### src/bulk_telemetry_consts.svh
`ifndef BULK_TELEMETRY_CONSTS_SVH
`define BULK_TELEMETRY_CONSTS_SVH

// Telemetry words per frame, the last one carries the frame end
`define TELEM_FRAME_WORDS 8

// Telemetry FIFO depth in entries
`define TELEM_FIFO_DEPTH 512

// Fill level width, wide enough to count a full FIFO
`define TELEM_LEVEL_BITS 10

// Bulk IN endpoint served by default
`define TELEM_ENDPOINT 4'd2

`endif
### src/telemetry_pkg.sv
package telemetry_pkg;

  // Live or sampled device status as seen from the USB core
  typedef struct packed {
    logic       crc_error;
    logic [3:0] usb_state;
    logic [3:0] ctl_state;
    logic [7:0] blk_state;
  } usb_status_t;

  // Stored telemetry word, CRC flag not kept
  typedef struct packed {
    logic [3:0] usb_state;
    logic [3:0] ctl_state;
    logic [7:0] blk_state;
  } telem_word_t;

  // One FIFO entry
  typedef struct packed {
    logic        last;
    telem_word_t word;
  } telem_entry_t;

endpackage

### src/telemetry_capture.sv
`include "bulk_telemetry_consts.svh"

module telemetry_capture (
  input  logic                        clock,
  input  logic                        reset,
  input  logic                        enum_i,
  input  telemetry_pkg::usb_status_t  status_i,
  input  logic                        full_i,
  output logic                        push_o,
  output telemetry_pkg::telem_entry_t entry_o,
  output logic                        overflow_o
);

  telemetry_pkg::usb_status_t prev_q;
  logic                       changed;
  logic                       last;
  logic [2:0]                 count_q;
  logic                       overflow_q;

  // Any field counts, the CRC flag included
  assign changed = enum_i && (status_i != prev_q);
  assign push_o  = changed && !full_i;
  assign last    = (count_q == 3'(`TELEM_FRAME_WORDS - 1));

  always_comb begin
    entry_o                = '0;
    entry_o.last           = last;
    entry_o.word.usb_state = status_i.usb_state;
    entry_o.word.ctl_state = status_i.ctl_state;
    entry_o.word.blk_state = status_i.blk_state;
  end

  assign overflow_o = overflow_q;

  always_ff @(posedge clock) begin
    if (reset) begin
      prev_q     <= '0;
      count_q    <= '0;
      overflow_q <= 1'b0;
    end else begin
      prev_q <= status_i;
      // Wraps to zero after the frame end word
      if (push_o) begin
        count_q <= count_q + 3'd1;
      end
      // Sticky until reset
      if (changed && full_i) begin
        overflow_q <= 1'b1;
      end
    end
  end

  // A status held after a push makes no second word
  a_one_word: assert property (@(posedge clock) disable iff (reset)
    (push_o ##1 $stable(status_i)) |-> !push_o);

  // Frames restart only after the word marked last
  a_frame_wrap: assert property (@(posedge clock) disable iff (reset)
    (count_q == 3'd0 && $past(count_q) != 3'd0) |-> $past(push_o && last));

endmodule

### config.mk
export PLATFORM = sky130hd
export DESIGN_NAME = telemetry_capture
export DESIGN_NICKNAME = d
export VERILOG_FILES = /design/src/telemetry_pkg.sv /design/src/telemetry_capture.sv
export VERILOG_INCLUDE_DIRS = /design/src
export SDC_FILE = /design/constraint.sdc
export NUM_CORES = 1
export LEC_CHECK = 0
export ABC_AREA = 1
export ABC_CLOCK_PERIOD_IN_PS = 1050
export BUFFER_PORTS_ARGS = -buffer_cell sky130_fd_sc_hd__clkbuf_2
export CAP_MARGIN = 20
export CORE_UTILIZATION = 43
export CTS_CLUSTER_DIAMETER = 200
export CTS_CLUSTER_SIZE = 25
export DETAILED_ROUTE_END_ITERATION = 8
export PLACE_DENSITY = 0.74
export SLEW_MARGIN = 40
export SYNTH_ARGS = -nofsm -noshare
export SYNTH_HDL_FRONTEND = slang
export SYNTH_SLANG_ARGS = --single-unit
### constraint.sdc
create_clock -name clock -period 1.05 [get_ports clock]
set_input_delay 0 -clock clock [delete_from_list [all_inputs] [get_ports clock]]
set_output_delay 0 -clock clock [all_outputs]
set_load 0.02 [all_outputs]
Yosys cells after proc, flatten, opt, wreduce, memory -nomap -nowiden:

Cells that the tools add are included.

* bits in registers: 21
* logic and storage cells: 13
* output and inout bits: 19
* bits of input ports: 21

* add/subtract/negate cells: 1
* eq/ne operators: 2
* reduce and logical (&&, ||, !) cells: 4

Operators by type and width (count)
* $ne 17x17->1: 1
* $add 3x1->3 const B: 1
* $eq 3x3->1 const B: 1
* $logic_and 1x1->1: 3
* $logic_not 1->1: 1

Depth between registers and ports, before layout:

* depth after elaboration: 3
* mapped depth: 11
* gate-level depth less buffers: 11

Worst setup path after synthesis:

No wires, ideal clock.

* path kind: flip-flop to flip-flop
* start: reg prev_q[14] in the netlist's numbering
* end: reg count_q[0]
* data required time: 0.940 ns
* arrival time: 0.964 ns
* cell stages (with the launch flop): 10
* setup time: 0.110 ns
* slack: -0.024 ns
* buffers on the path: 0
* clock period less this slack: 1.074 ns
* path through: dfxtp_1 > xor2_1 > nor2_1 > nand2_1 > nor2_1 > nand2_2 > nand3_2 > nand2_1 > inv_1 > nor2_1

* word-level cells in the longest chain between the ends: 3

RTL lines
* from (decl): line telemetry_capture.sv:14 `telemetry_pkg::usb_status_t prev_q;`
* from (signal assigned): line telemetry_capture.sv:41 `prev_q <= status_i;`
* $ne 17x17->1: line telemetry_capture.sv:21 `assign changed = enum_i && (status_i != prev_q);`
* $logic_and 1x1->1: line telemetry_capture.sv:21
* $logic_and 1x1->1: line telemetry_capture.sv:22 `assign push_o = changed && !full_i;`
* to (signal assigned): line telemetry_capture.sv:44 `count_q <= count_q + 3'd1;`
* to (decl): line telemetry_capture.sv:17 `logic [2:0] count_q;`

No other way between the ends.
A chain may end at the register's enable or synchronous reset.

Worst setup path after layout:

* start: reg prev_q[12] in the netlist's numbering
* end: out push_o

* word-level cells in the longest chain between the ends: 3

RTL lines
* $ne 17x17->1: line telemetry_capture.sv:21
* $logic_and 1x1->1: line telemetry_capture.sv:21
* $logic_and 1x1->1: line telemetry_capture.sv:22
* to (decl): line telemetry_capture.sv:9 `output logic push_o,`

No other way between the ends.

==> qor.txt <==
filler cell count: 213
Slew Viols, Final: 0
first-pass GRT wire length: 3594 um
worst relative slew slack: 0.8885
number of detailed-route iterations in the first pass: 4
CTS tree: yes
PD cells: 1096 nW/um^2
fmax: 0.6984 GHz
Die Width: 52.11 um
pre-CTS WS: -0.2014 ns
crit path max fanout: 2
Critical Path End Type: output pin
largest net degree at the start of global routing: 12
initial antenna violation count: 0
clock sinks: 21
vias in the first global route: 973
post-DR wirelength/cell: 9.409 um
Syn Inst Count: 155
gpl congestion: 0.8924
DRT iter0 DRCs: 13
Antenna Nets Post-Route: 0
synth unique cells: 17
Setup TNS: -1.606 ns
outcome: finished with violations
top area cells in the synthesized netlist: dfxtp_1 (39%), inv_1 (12%), buf_4 (12%)
setup ws final: -0.3818 ns
clk_skew: 0.009236 ns
final hold viol count: 0
CTS max path bufs: 2
H-tree depth: 1
io pins: 40
GRT Residual Overflow: 0
crit-path cells: inv_1 > nand2_1 > nand2_1 > nor2_2 > nand3_2 > nor2_2 > nand2_2 > nand3_2 > inv_2 > buf_8
average cell area after synthesis: 6.966 sq um
asr flop ratio synth: 0
synthesized area: 1080 sq um
Max Cap Violations: 0
Slew @ Worst Pin: 0.1672 ns
Non-Filler Instances: 232
failing checks: setup timing
critical path class: flop to output pin
Routed WL: 2183 um
Root Driver: clkbuf_4
Die H: 52.11 um
overall routing resource usage: 0.1845
RSZ-0062 raised after global routing: true
Final setup viols: 6
slowest cell delay on critical path: 0.35 ns
crit path DAT: 1.43 ns
Die Area: 2715 sq um
Synth Register Bits: 21
Tmin final: 1.432 ns
placed cells: 205
Worst setup SP type: flop
antenna fix cells: 0
WP buf/inv: 3
cell row count: 17
kind of path behind the tightest hold check: input pin to flop
sequential fraction of the synthesis area: 0.3893
DR DRC count: 0
syn_nets: 178
Peak VDD IR: 0.8591 mV
Port Buffers: 39
DP Wirelength: 1518 um
Leak: 0.8302 nW
Worst-path clk slew: 0.12 ns
CP max stage cell: dfxtp_2
initial core utilization: 0.4700
Yosys top cell by area: dfxtp_1
area delta synth->final: 39.40%
Worst path top cell family by delay: simple AND/OR/NAND/NOR gates
layout cells sized above 1: 0.3284
core footprint: 2297 sq um
ys flop type: dfxtp_1
Final nets: 228
fin crit share: 1.364
Worst-Skew Late Latency: 0.31 ns
top cell type's share of synthesized area: 0.3893
YS warnings: 0
CTS Buf Count: 3
via count: 993
vias per std cell: 4.280
data required time of the worst path: 1.05 ns
EDFF count, synth: 0
[metrics by stage]
step                instance area (sq um)  hold WS, ns    util  power [W]
global placement                     1189       0.2262  0.5174   0.001177
detailed placement                   1189       0.2322  0.5174   0.001193
CTS                                  1471    0.0004485  0.6405   0.001641
floorplan                            1080       0.1067       -   0.001111
finish                               1505       0.1146  0.6552   0.001649
global route                         1505       0.1577  0.6552   0.001757
[flip-flops by register name, summed over array words and instances (netlist names)]
| register | flops |
|---|---|
| count_q | 3 |
| overflow_o | 1 |
| prev_q | 17 |
[kinds of logic after synthesis]
group,after synthesis,share of synthesized area
flops,21,0.3893
buf+inv,55,0.2514
compound gates,1,0.004631
xor+xnor,10,0.08112
fa+ha+maj,2,0.02317
simple gates,66,0.2503
[timing repair]
item | in CTS | in global routing
resized for setup | 13 | 10
pin swaps | 3 | 6
hold buffers | 19 | 1
setup buffers | 2 | 1
setup endpoints to repair | 6 | 6
hold endpoints to repair | 18 | 1
[final cells by class]
cell class	instances	area, sq um	share of cell area
sequential	21	430.4	0.2860
multi-input combinational	79	425.4	0.2826
timing repair buffer	64	452.9	0.3009
clock buffer	4	26.28	0.01746
inverter	36	135.1	0.08978
tap	28	35.03	0.02328
[worst paths after layout]
path                                   end  startpoint  slack [ns]  depth (start not counted)
worst max-delay path                push_o  prev_q[12]       -0.38                         10
worst min-delay path            count_q[0]      full_i        0.11                          5
worst max register to register  count_q[1]  prev_q[12]       -0.34                         13
worst min register to register  overflow_o  overflow_o        0.46                          2
[worst min-delay path, stage by stage]
cell and delay, ns:
clkbuf_2 0.09, inv_1 0.08, nand4_1 0.10, nand2_1 0.04
nor2_1 0.08
[power by group]
part	switching, W	internal (W)	leakage [nW]	total (W)
registers	0.0000262	0.000846	0.177	0.000872
clock network	0.000239	0.000148	0.0150	0.000387
logic	0.000203	0.000187	0.638	0.000390
total	0.000469	0.00118	0.830	0.00165
[cell usage in the layout, fill, tap and decap left out, drive strengths merged]
| cell type | count |
|---|---|
| inv | 36 |
| dlygate4sd3 | 20 |
| clkbuf | 41 |
| buf | 7 |
| xor2 | 7 |
| nand4 | 3 |
| a21oi | 1 |
| ha | 2 |
| nand3 | 4 |
| nor2 | 29 |
| xnor2 | 3 |
| nand2 | 30 |
| dfxtp | 21 |
[cell usage after synthesis (2+ instances only)]
cell type / number
ha_1: 2
nand2_1: 29
nor2_1: 28
buf_4: 17
nand3_1: 3
dfxtp_1: 21
nand4_1: 3
xor2_1: 7
xnor2_1: 3
inv_1: 35
[per-layer routing]
layer / vias to the layer above / track usage / share of wire
li1: 526 / - / -
met2: 29 / 0.3611 / 0.54
met1: 434 / 0.1724 / 0.41
met3: 4 / 0.06433 / 0.049
met4: 0 / 0.06306 / 0.0096
met5: - / 0 / 0
(Power assumes the default switching activity.)
