### src/bulk_telemetry_consts.svh
`ifndef BULK_TELEMETRY_CONSTS_SVH
`define BULK_TELEMETRY_CONSTS_SVH

// Telemetry words per frame, the last one carries the frame end
`define TELEM_FRAME_WORDS 8

// Telemetry FIFO depth in entries
`define TELEM_FIFO_DEPTH 512

// Fill level width, wide enough to count a full FIFO
`define TELEM_LEVEL_BITS 10

// Bulk IN endpoint served by default
`define TELEM_ENDPOINT 4'd2

`endif
### src/stream_pkg.sv
package stream_pkg;

  // One byte on the bulk IN stream
  typedef struct packed {
    logic       last;
    logic [7:0] data;
  } byte_beat_t;

endpackage

### src/telemetry_pkg.sv
package telemetry_pkg;

  // Live or sampled device status as seen from the USB core
  typedef struct packed {
    logic       crc_error;
    logic [3:0] usb_state;
    logic [3:0] ctl_state;
    logic [7:0] blk_state;
  } usb_status_t;

  // Stored telemetry word, CRC flag not kept
  typedef struct packed {
    logic [3:0] usb_state;
    logic [3:0] ctl_state;
    logic [7:0] blk_state;
  } telem_word_t;

  // One FIFO entry
  typedef struct packed {
    logic        last;
    telem_word_t word;
  } telem_entry_t;

endpackage

### src/stream_narrower.sv
module stream_narrower (
  input  logic                        clock,
  input  logic                        reset,
  input  logic                        valid_i,
  input  telemetry_pkg::telem_entry_t entry_i,
  output logic                        pop_o,
  output logic                        valid_o,
  output stream_pkg::byte_beat_t      beat_o,
  input  logic                        ready_i
);

  telemetry_pkg::telem_entry_t entry_q;
  logic                        loaded_q;
  logic                        half_q;
  logic                        xfer;

  assign xfer    = loaded_q && ready_i;
  assign valid_o = loaded_q;

  // Take a new entry only while empty and the stream is open
  assign pop_o = valid_i && ready_i && !loaded_q;

  // Low byte first, frame end rides on the high byte
  always_comb begin
    if (half_q) begin
      beat_o.last = entry_q.last;
      beat_o.data = entry_q.word[15:8];
    end else begin
      beat_o.last = 1'b0;
      beat_o.data = entry_q.word[7:0];
    end
  end

  always_ff @(posedge clock) begin
    if (pop_o) begin
      entry_q <= entry_i;
    end
  end

  always_ff @(posedge clock) begin
    if (reset) begin
      loaded_q <= 1'b0;
      half_q   <= 1'b0;
    end else if (pop_o) begin
      loaded_q <= 1'b1;
      half_q   <= 1'b0;
    end else if (xfer) begin
      half_q   <= !half_q;
      loaded_q <= !half_q;
    end
  end

  a_hold_beat: assert property (@(posedge clock) disable iff (reset)
    (valid_o && !ready_i) |=> valid_o && $stable(beat_o));

endmodule

### config.mk
export PLATFORM = sky130hd
export DESIGN_NAME = stream_narrower
export DESIGN_NICKNAME = d
export VERILOG_FILES = /design/src/bulk_telemetry_consts.svh /design/src/stream_pkg.sv /design/src/telemetry_pkg.sv /design/src/stream_narrower.sv
export SDC_FILE = /design/constraint.sdc
export NUM_CORES = 1
export LEC_CHECK = 0
export BUFFER_PORTS_ARGS = -buffer_cell sky130_fd_sc_hd__buf_2
export CORE_UTILIZATION = 45
export CTS_CLUSTER_DIAMETER = 50
export DETAILED_ROUTE_END_ITERATION = 8
export GPL_TIMING_DRIVEN = 0
export PLACE_DENSITY = 0.88
export REMOVE_ABC_BUFFERS = 1
export SYNTH_ARGS = -nofsm -noshare
export SYNTH_HDL_FRONTEND = slang
export SYNTH_SLANG_ARGS = --single-unit
### constraint.sdc
create_clock -name clock -period 3.5 [get_ports clock]
set_clock_uncertainty 0.1 [all_clocks]
set_input_delay 0.175 -clock clock [delete_from_list [all_inputs] [get_ports clock]]
set_output_delay 0.175 -clock clock [all_outputs]
set_load 0.01 [all_outputs]
# After elaboration in Yosys (flattened, before gate mapping)
# Cells that the tools add are included.
[op_classes] n_eq_ne=0 n_mul=0 n_lt_le_gt_ge=0 n_div=0 shift=0 n_addsub=0 muxes=3 n_reduce_logical=7 n_bitwise=0
[op_table] op="$mux 9" n=1
[op_table] op="$logic_and 1x1->1" n=3
[op_table] op="$logic_not 1->1" n=2
[op_table] op="$mux 1" n=2
[op_table] op="$reduce_bool 2->1" n=1
[op_table] op="$reduce_or 2->1" n=1
[totals] n_memories=0 elab_cells=16 regBits=19 input_bits=21 mem_bits_rw=0 latchBits=0 romBits=0

# Longest topological paths before layout
[depth] depth_word=3 ltp_mapped=3 depth_no_buf=2

# Least setup slack after synthesis
# Ideal clock, no wire load.
[synth_timing] path_kind="register to register" from="register loaded_q, in the netlist valid_o" to="register entry_q[0] (netlist bit), enable pin" synth_period_minus_slack_ns=1.750 path_stages_with_launch=2 arrival_ns=1.253 setup_slack_ns=1.750 cell_sequence="dfxtp_1 nor2_1"
[synth_between] elab_chain_cells=2
[synth_lines] element="start: declaration" line_no="stream_narrower.sv:13" rtl="logic loaded_q;"
[synth_lines] element="start signal: assignment" line_no="stream_narrower.sv:49" rtl="loaded_q <= !half_q;"
[synth_lines] element="$logic_not 1->1" line_no="stream_narrower.sv:21" rtl="assign pop_o = valid_i && ready_i && !loaded_q;"
[synth_lines] element="$logic_and 1x1->1" line_no="stream_narrower.sv:21"
[synth_lines] element="net pop_o" line_no="stream_narrower.sv:6" rtl="output logic pop_o,"
[synth_lines] element="end signal: assignment" line_no="stream_narrower.sv:36" rtl="entry_q <= entry_i;"
[synth_lines] element="end: declaration" line_no="stream_narrower.sv:12" rtl="telemetry_pkg::telem_entry_t entry_q;"
# The timed path passes the listed nets, and every way through them passes these cells.
# A chain may end at the register's enable or synchronous reset.

# Worst setup path in the final report
[layout_timing] from="register loaded_q, in the netlist valid_o" to="output port pop_o"
[layout_between] elab_chain_cells=2
[layout_lines] element="$logic_not 1->1" line_no="stream_narrower.sv:21"
[layout_lines] element="$logic_and 1x1->1" line_no="stream_narrower.sv:21"
[layout_lines] element="end: declaration" line_no="stream_narrower.sv:6"
# No other way between the ends.

==> flow_results.xml <==
<?xml version="1.0" encoding="UTF-8"?>
<metrics>
  <group name="clock_network">
    <metric name="cts-buffers-inserted" unit="">3</metric>
    <metric name="cts_max_level" unit="">1</metric>
    <metric name="cts.sink_count" unit="">19</metric>
    <metric name="cts-root-buf" unit="">sky130_fd_sc_hd__clkbuf_4</metric>
    <metric name="cts_max_path_buffers" unit="">2</metric>
    <metric name="clk_transition_reported_paths" unit="ns">0.10</metric>
    <metric name="clk-insertion-delay-late" unit="ns">0.29</metric>
    <metric name="cts_tree" unit="">built</metric>
    <metric name="ctsResizeCount" unit="">0</metric>
  </group>
  <group name="layout">
    <metric name="most-common-layout-cells" unit="">sky130_fd_sc_hd__buf_2 (31), sky130_fd_sc_hd__dlygate4sd3_1 (18), sky130_fd_sc_hd__edfxtp_1 (17), sky130_fd_sc_hd__mux2_4 (6), sky130_fd_sc_hd__clkbuf_4 (3)</metric>
    <metric name="antenna_cell_count" unit="">0</metric>
    <metric name="layout_commonest_cell" unit="">sky130_fd_sc_hd__buf_2</metric>
    <metric name="areaGrowthSynthToFinish" unit="%">52.6</metric>
    <metric name="nNetsFinal" unit="">111</metric>
    <metric name="drive_above_1_share" unit="">0.517</metric>
    <metric name="finish.utilization" unit="">0.738</metric>
  </group>
  <group name="timing">
    <metric name="hold_viol" unit="">0</metric>
    <metric name="worst-slew-pin-transition" unit="ns">0.573</metric>
    <metric name="fin_crit" unit="ns">1.80</metric>
    <metric name="final.setup.tns" unit="ns">0</metric>
    <metric name="finalWorstSetupSlack" unit="ns">1.70</metric>
    <metric name="rsz0062_at_grt" unit="">false</metric>
    <metric name="fin_crit_sh" unit="">0.515</metric>
    <metric name="max-slew-margin-rel" unit="">0.617</metric>
    <metric name="setup_viol_count_final" unit="">0</metric>
    <metric name="max_freq" unit="GHz">0.555</metric>
    <metric name="finalMaxSlewViolations" unit="">0</metric>
  </group>
  <group name="global_routing">
    <metric name="largest_net_degree_at_the_start_of_global_routing" unit="">19</metric>
    <metric name="grtUsageTotal" unit="">0.165</metric>
    <metric name="number_of_global_route_vias_before_repair" unit="">529</metric>
    <metric name="grt_antenna_before_repair" unit="">0</metric>
    <metric name="grt_overflow" unit="">0</metric>
    <metric name="grt_pass1_wl" unit="um">2080</metric>
  </group>
  <group name="setup_path">
    <metric name="worst_setup_path_start_kind" unit="">register</metric>
    <metric name="crit_fanout" unit="">12</metric>
    <metric name="timing.critical_path.max_delay_family" unit="">simple AND/OR/NAND/NOR gates</metric>
    <metric name="arrival" unit="ns">1.53</metric>
    <metric name="slowest_delay" unit="ns">0.48</metric>
    <metric name="critical_path.reg2reg.startpoint" unit="">valid_o</metric>
    <metric name="path_class" unit="">reg -&gt; out</metric>
    <metric name="worst-endpoint-required" unit="ns">3.22</metric>
    <metric name="rr_worst_depth" unit="">2</metric>
    <metric name="critical-path-slowest-cell" unit="">sky130_fd_sc_hd__nor2_1</metric>
    <metric name="setup.reg_to_reg.worst_slack" unit="ns">2.03</metric>
    <metric name="r2r_end" unit="">entry_q[2]</metric>
    <metric name="end_kind" unit="">output port</metric>
    <metric name="path_cells" unit="">nor2_1 &gt; buf_6 &gt; buf_2</metric>
    <metric name="timing.critical_path.from" unit="">valid_o</metric>
    <metric name="worstPathBufferInverterCount" unit="">2</metric>
  </group>
  <group name="logic_synthesis">
    <metric name="netlist_top_cells_area" unit="">sky130_fd_sc_hd__edfxtp_1 (70%), sky130_fd_sc_hd__mux2_4 (12%), sky130_fd_sc_hd__dfxtp_1 (5.5%)</metric>
    <metric name="synth_area" unit="sq um">728</metric>
    <metric name="ys_types" unit="">12</metric>
    <metric name="synth_top_area_share" unit="">0.701</metric>
    <metric name="yosys_warnings" unit="">0</metric>
    <metric name="syn-mean-instance-area" unit="sq um">20.2</metric>
    <metric name="yosysSeqAreaShare" unit="">0.756</metric>
    <metric name="synth_area_leader_cell" unit="">sky130_fd_sc_hd__edfxtp_1</metric>
    <metric name="synth.ff_latch_count" unit="">19</metric>
    <metric name="syn-instance-count" unit="">36</metric>
  </group>
  <group name="min_path">
    <metric name="hold_start" unit="">ready_i</metric>
    <metric name="min_to" unit="">valid_o</metric>
    <metric name="min-delay-path-class" unit="">in -&gt; reg</metric>
    <metric name="number_of_instances_on_the_worst_hold_path" unit="">2</metric>
  </group>
  <group name="floorplanning">
    <metric name="overall_die_width" unit="um">42.2</metric>
    <metric name="dieArea" unit="sq um">1780</metric>
    <metric name="rows" unit="">14</metric>
    <metric name="top_level_ports" unit="">32</metric>
    <metric name="floorplan.initialDensity" unit="">0.483</metric>
    <metric name="die_h" unit="um">42.2</metric>
    <metric name="core-area" unit="sq um">1510</metric>
  </group>
  <group name="placement">
    <metric name="placement.io_buffers" unit="">31</metric>
    <metric name="globalplace.congestion" unit="">0.640</metric>
    <metric name="place_worst_setup_slack" unit="ns">1.53</metric>
    <metric name="dp_hpwl" unit="um">764</metric>
  </group>
  <group name="pwr">
    <metric name="peakVddDrop" unit="V">0.000263</metric>
    <metric name="power_density_normalized_to_cell_area" unit="nW/um^2">386</metric>
    <metric name="p_leak" unit="nW">0.476</metric>
  </group>
  <group name="route">
    <metric name="route.detailed.vias_per_inst" unit="">4.92</metric>
    <metric name="drt-wirelength-per-cell" unit="um">12.4</metric>
    <metric name="wl" unit="um">1300</metric>
    <metric name="drtAntennaViolNets" unit="">0</metric>
    <metric name="count_of_tritonroute_iterations_in_the_first_routing_pass" unit="">4</metric>
    <metric name="detailroute.via_count" unit="">517</metric>
    <metric name="drt-initial-drc-count" unit="">11</metric>
    <metric name="drc_violation_count_after_routing" unit="">0</metric>
  </group>
  <group name="outcome">
    <metric name="status" unit="">completed</metric>
  </group>
  <group name="run">
    <metric name="timing.max_cap.violations" unit="">0</metric>
  </group>
</metrics>
## report_power, final
part / leakage (nW) / internal (mW) / switching, mW / total [mW]
clock network: 0.0177 / 0.0425 / 0.0635 / 0.106
registers: 0.175 / 0.258 / 0.00606 / 0.264
logic: 0.283 / 0.0375 / 0.0206 / 0.0581
total: 0.476 / 0.338 / 0.0902 / 0.429
## Yosys cell counts (all sizes together)
| library cell | instances |
|---|---|
| and2 | 1 |
| nor2 | 1 |
| dfxtp | 2 |
| o211a | 1 |
| edfxtp | 17 |
| a21oi | 2 |
| mux2 | 8 |
| buf | 1 |
| nor3 | 1 |
| a311oi | 1 |
| nand2 | 1 |
## area by class of cell
type | count | area [sq um]
flip-flops and latches | 19 | 551
fillers | 113 | 395
repair buffers | 50 | 347
multi-input cells | 16 | 166
clock buffers | 3 | 22.5
well taps | 16 | 20.0
clock inverters | 1 | 5.00
## how the worst max path moves through the flow
stage / cells after the start / end
2_1_floorplan: 1 / entry_q[0]
3_3_place_gp: 2 / pop_o
3_5_place_dp: 2 / pop_o
4_1_cts: 2 / pop_o
5_1_grt: 3 / pop_o
6_report: 3 / pop_o
## cell families (layout without fill, tap and decap cells)
| family | after synthesis | in the layout | share of synthesized area |
|---|---|---|---|
| AO/OA/AOI/OAI | 4 | 4 | 0.0395 |
| buffers and inverters | 1 | 54 | 0.0155 |
| flip-flops | 19 | 19 | 0.756 |
| multiplexers | 8 | 8 | 0.155 |
| AND/OR/NAND/NOR | 4 | 4 | 0.0344 |
## routing by layer
layer | GRT usage | part of all wire
met1 | 0.152 | 0.39
met2 | 0.317 | 0.57
met3 | 0.0647 | 0.047
met4 | 0.0563 | 0
met5 | 0 | 0
## state kept, by name, indices dropped and copies added, names as in the netlist
register and cells:
valid_o 1, half_q 1, entry_q 17
## through the flow
| step | cell area (sq um) | hold slack, ns | power (mW) | std cells |
|---|---|---|---|---|
| finish | 1110 | 0.0614 | 0.429 | 105 |
| global placement | 892 | 0.252 | 0.309 | 82 |
| CTS | 1100 | 0.0443 | 0.432 | 104 |
| floorplan | 717 | 0.144 | 0.289 | 35 |
| global route | 1110 | 0.0404 | 0.449 | 105 |
| detailed placement | 892 | 0.253 | 0.311 | 82 |
## what timing repair did
action / in CTS / in global routing
hold buffers: 18 / 0
hold endpoints to repair: 19 / 0
buffers inserted: 0 / 0
Note: power is estimated with default switching activity, not from simulation.
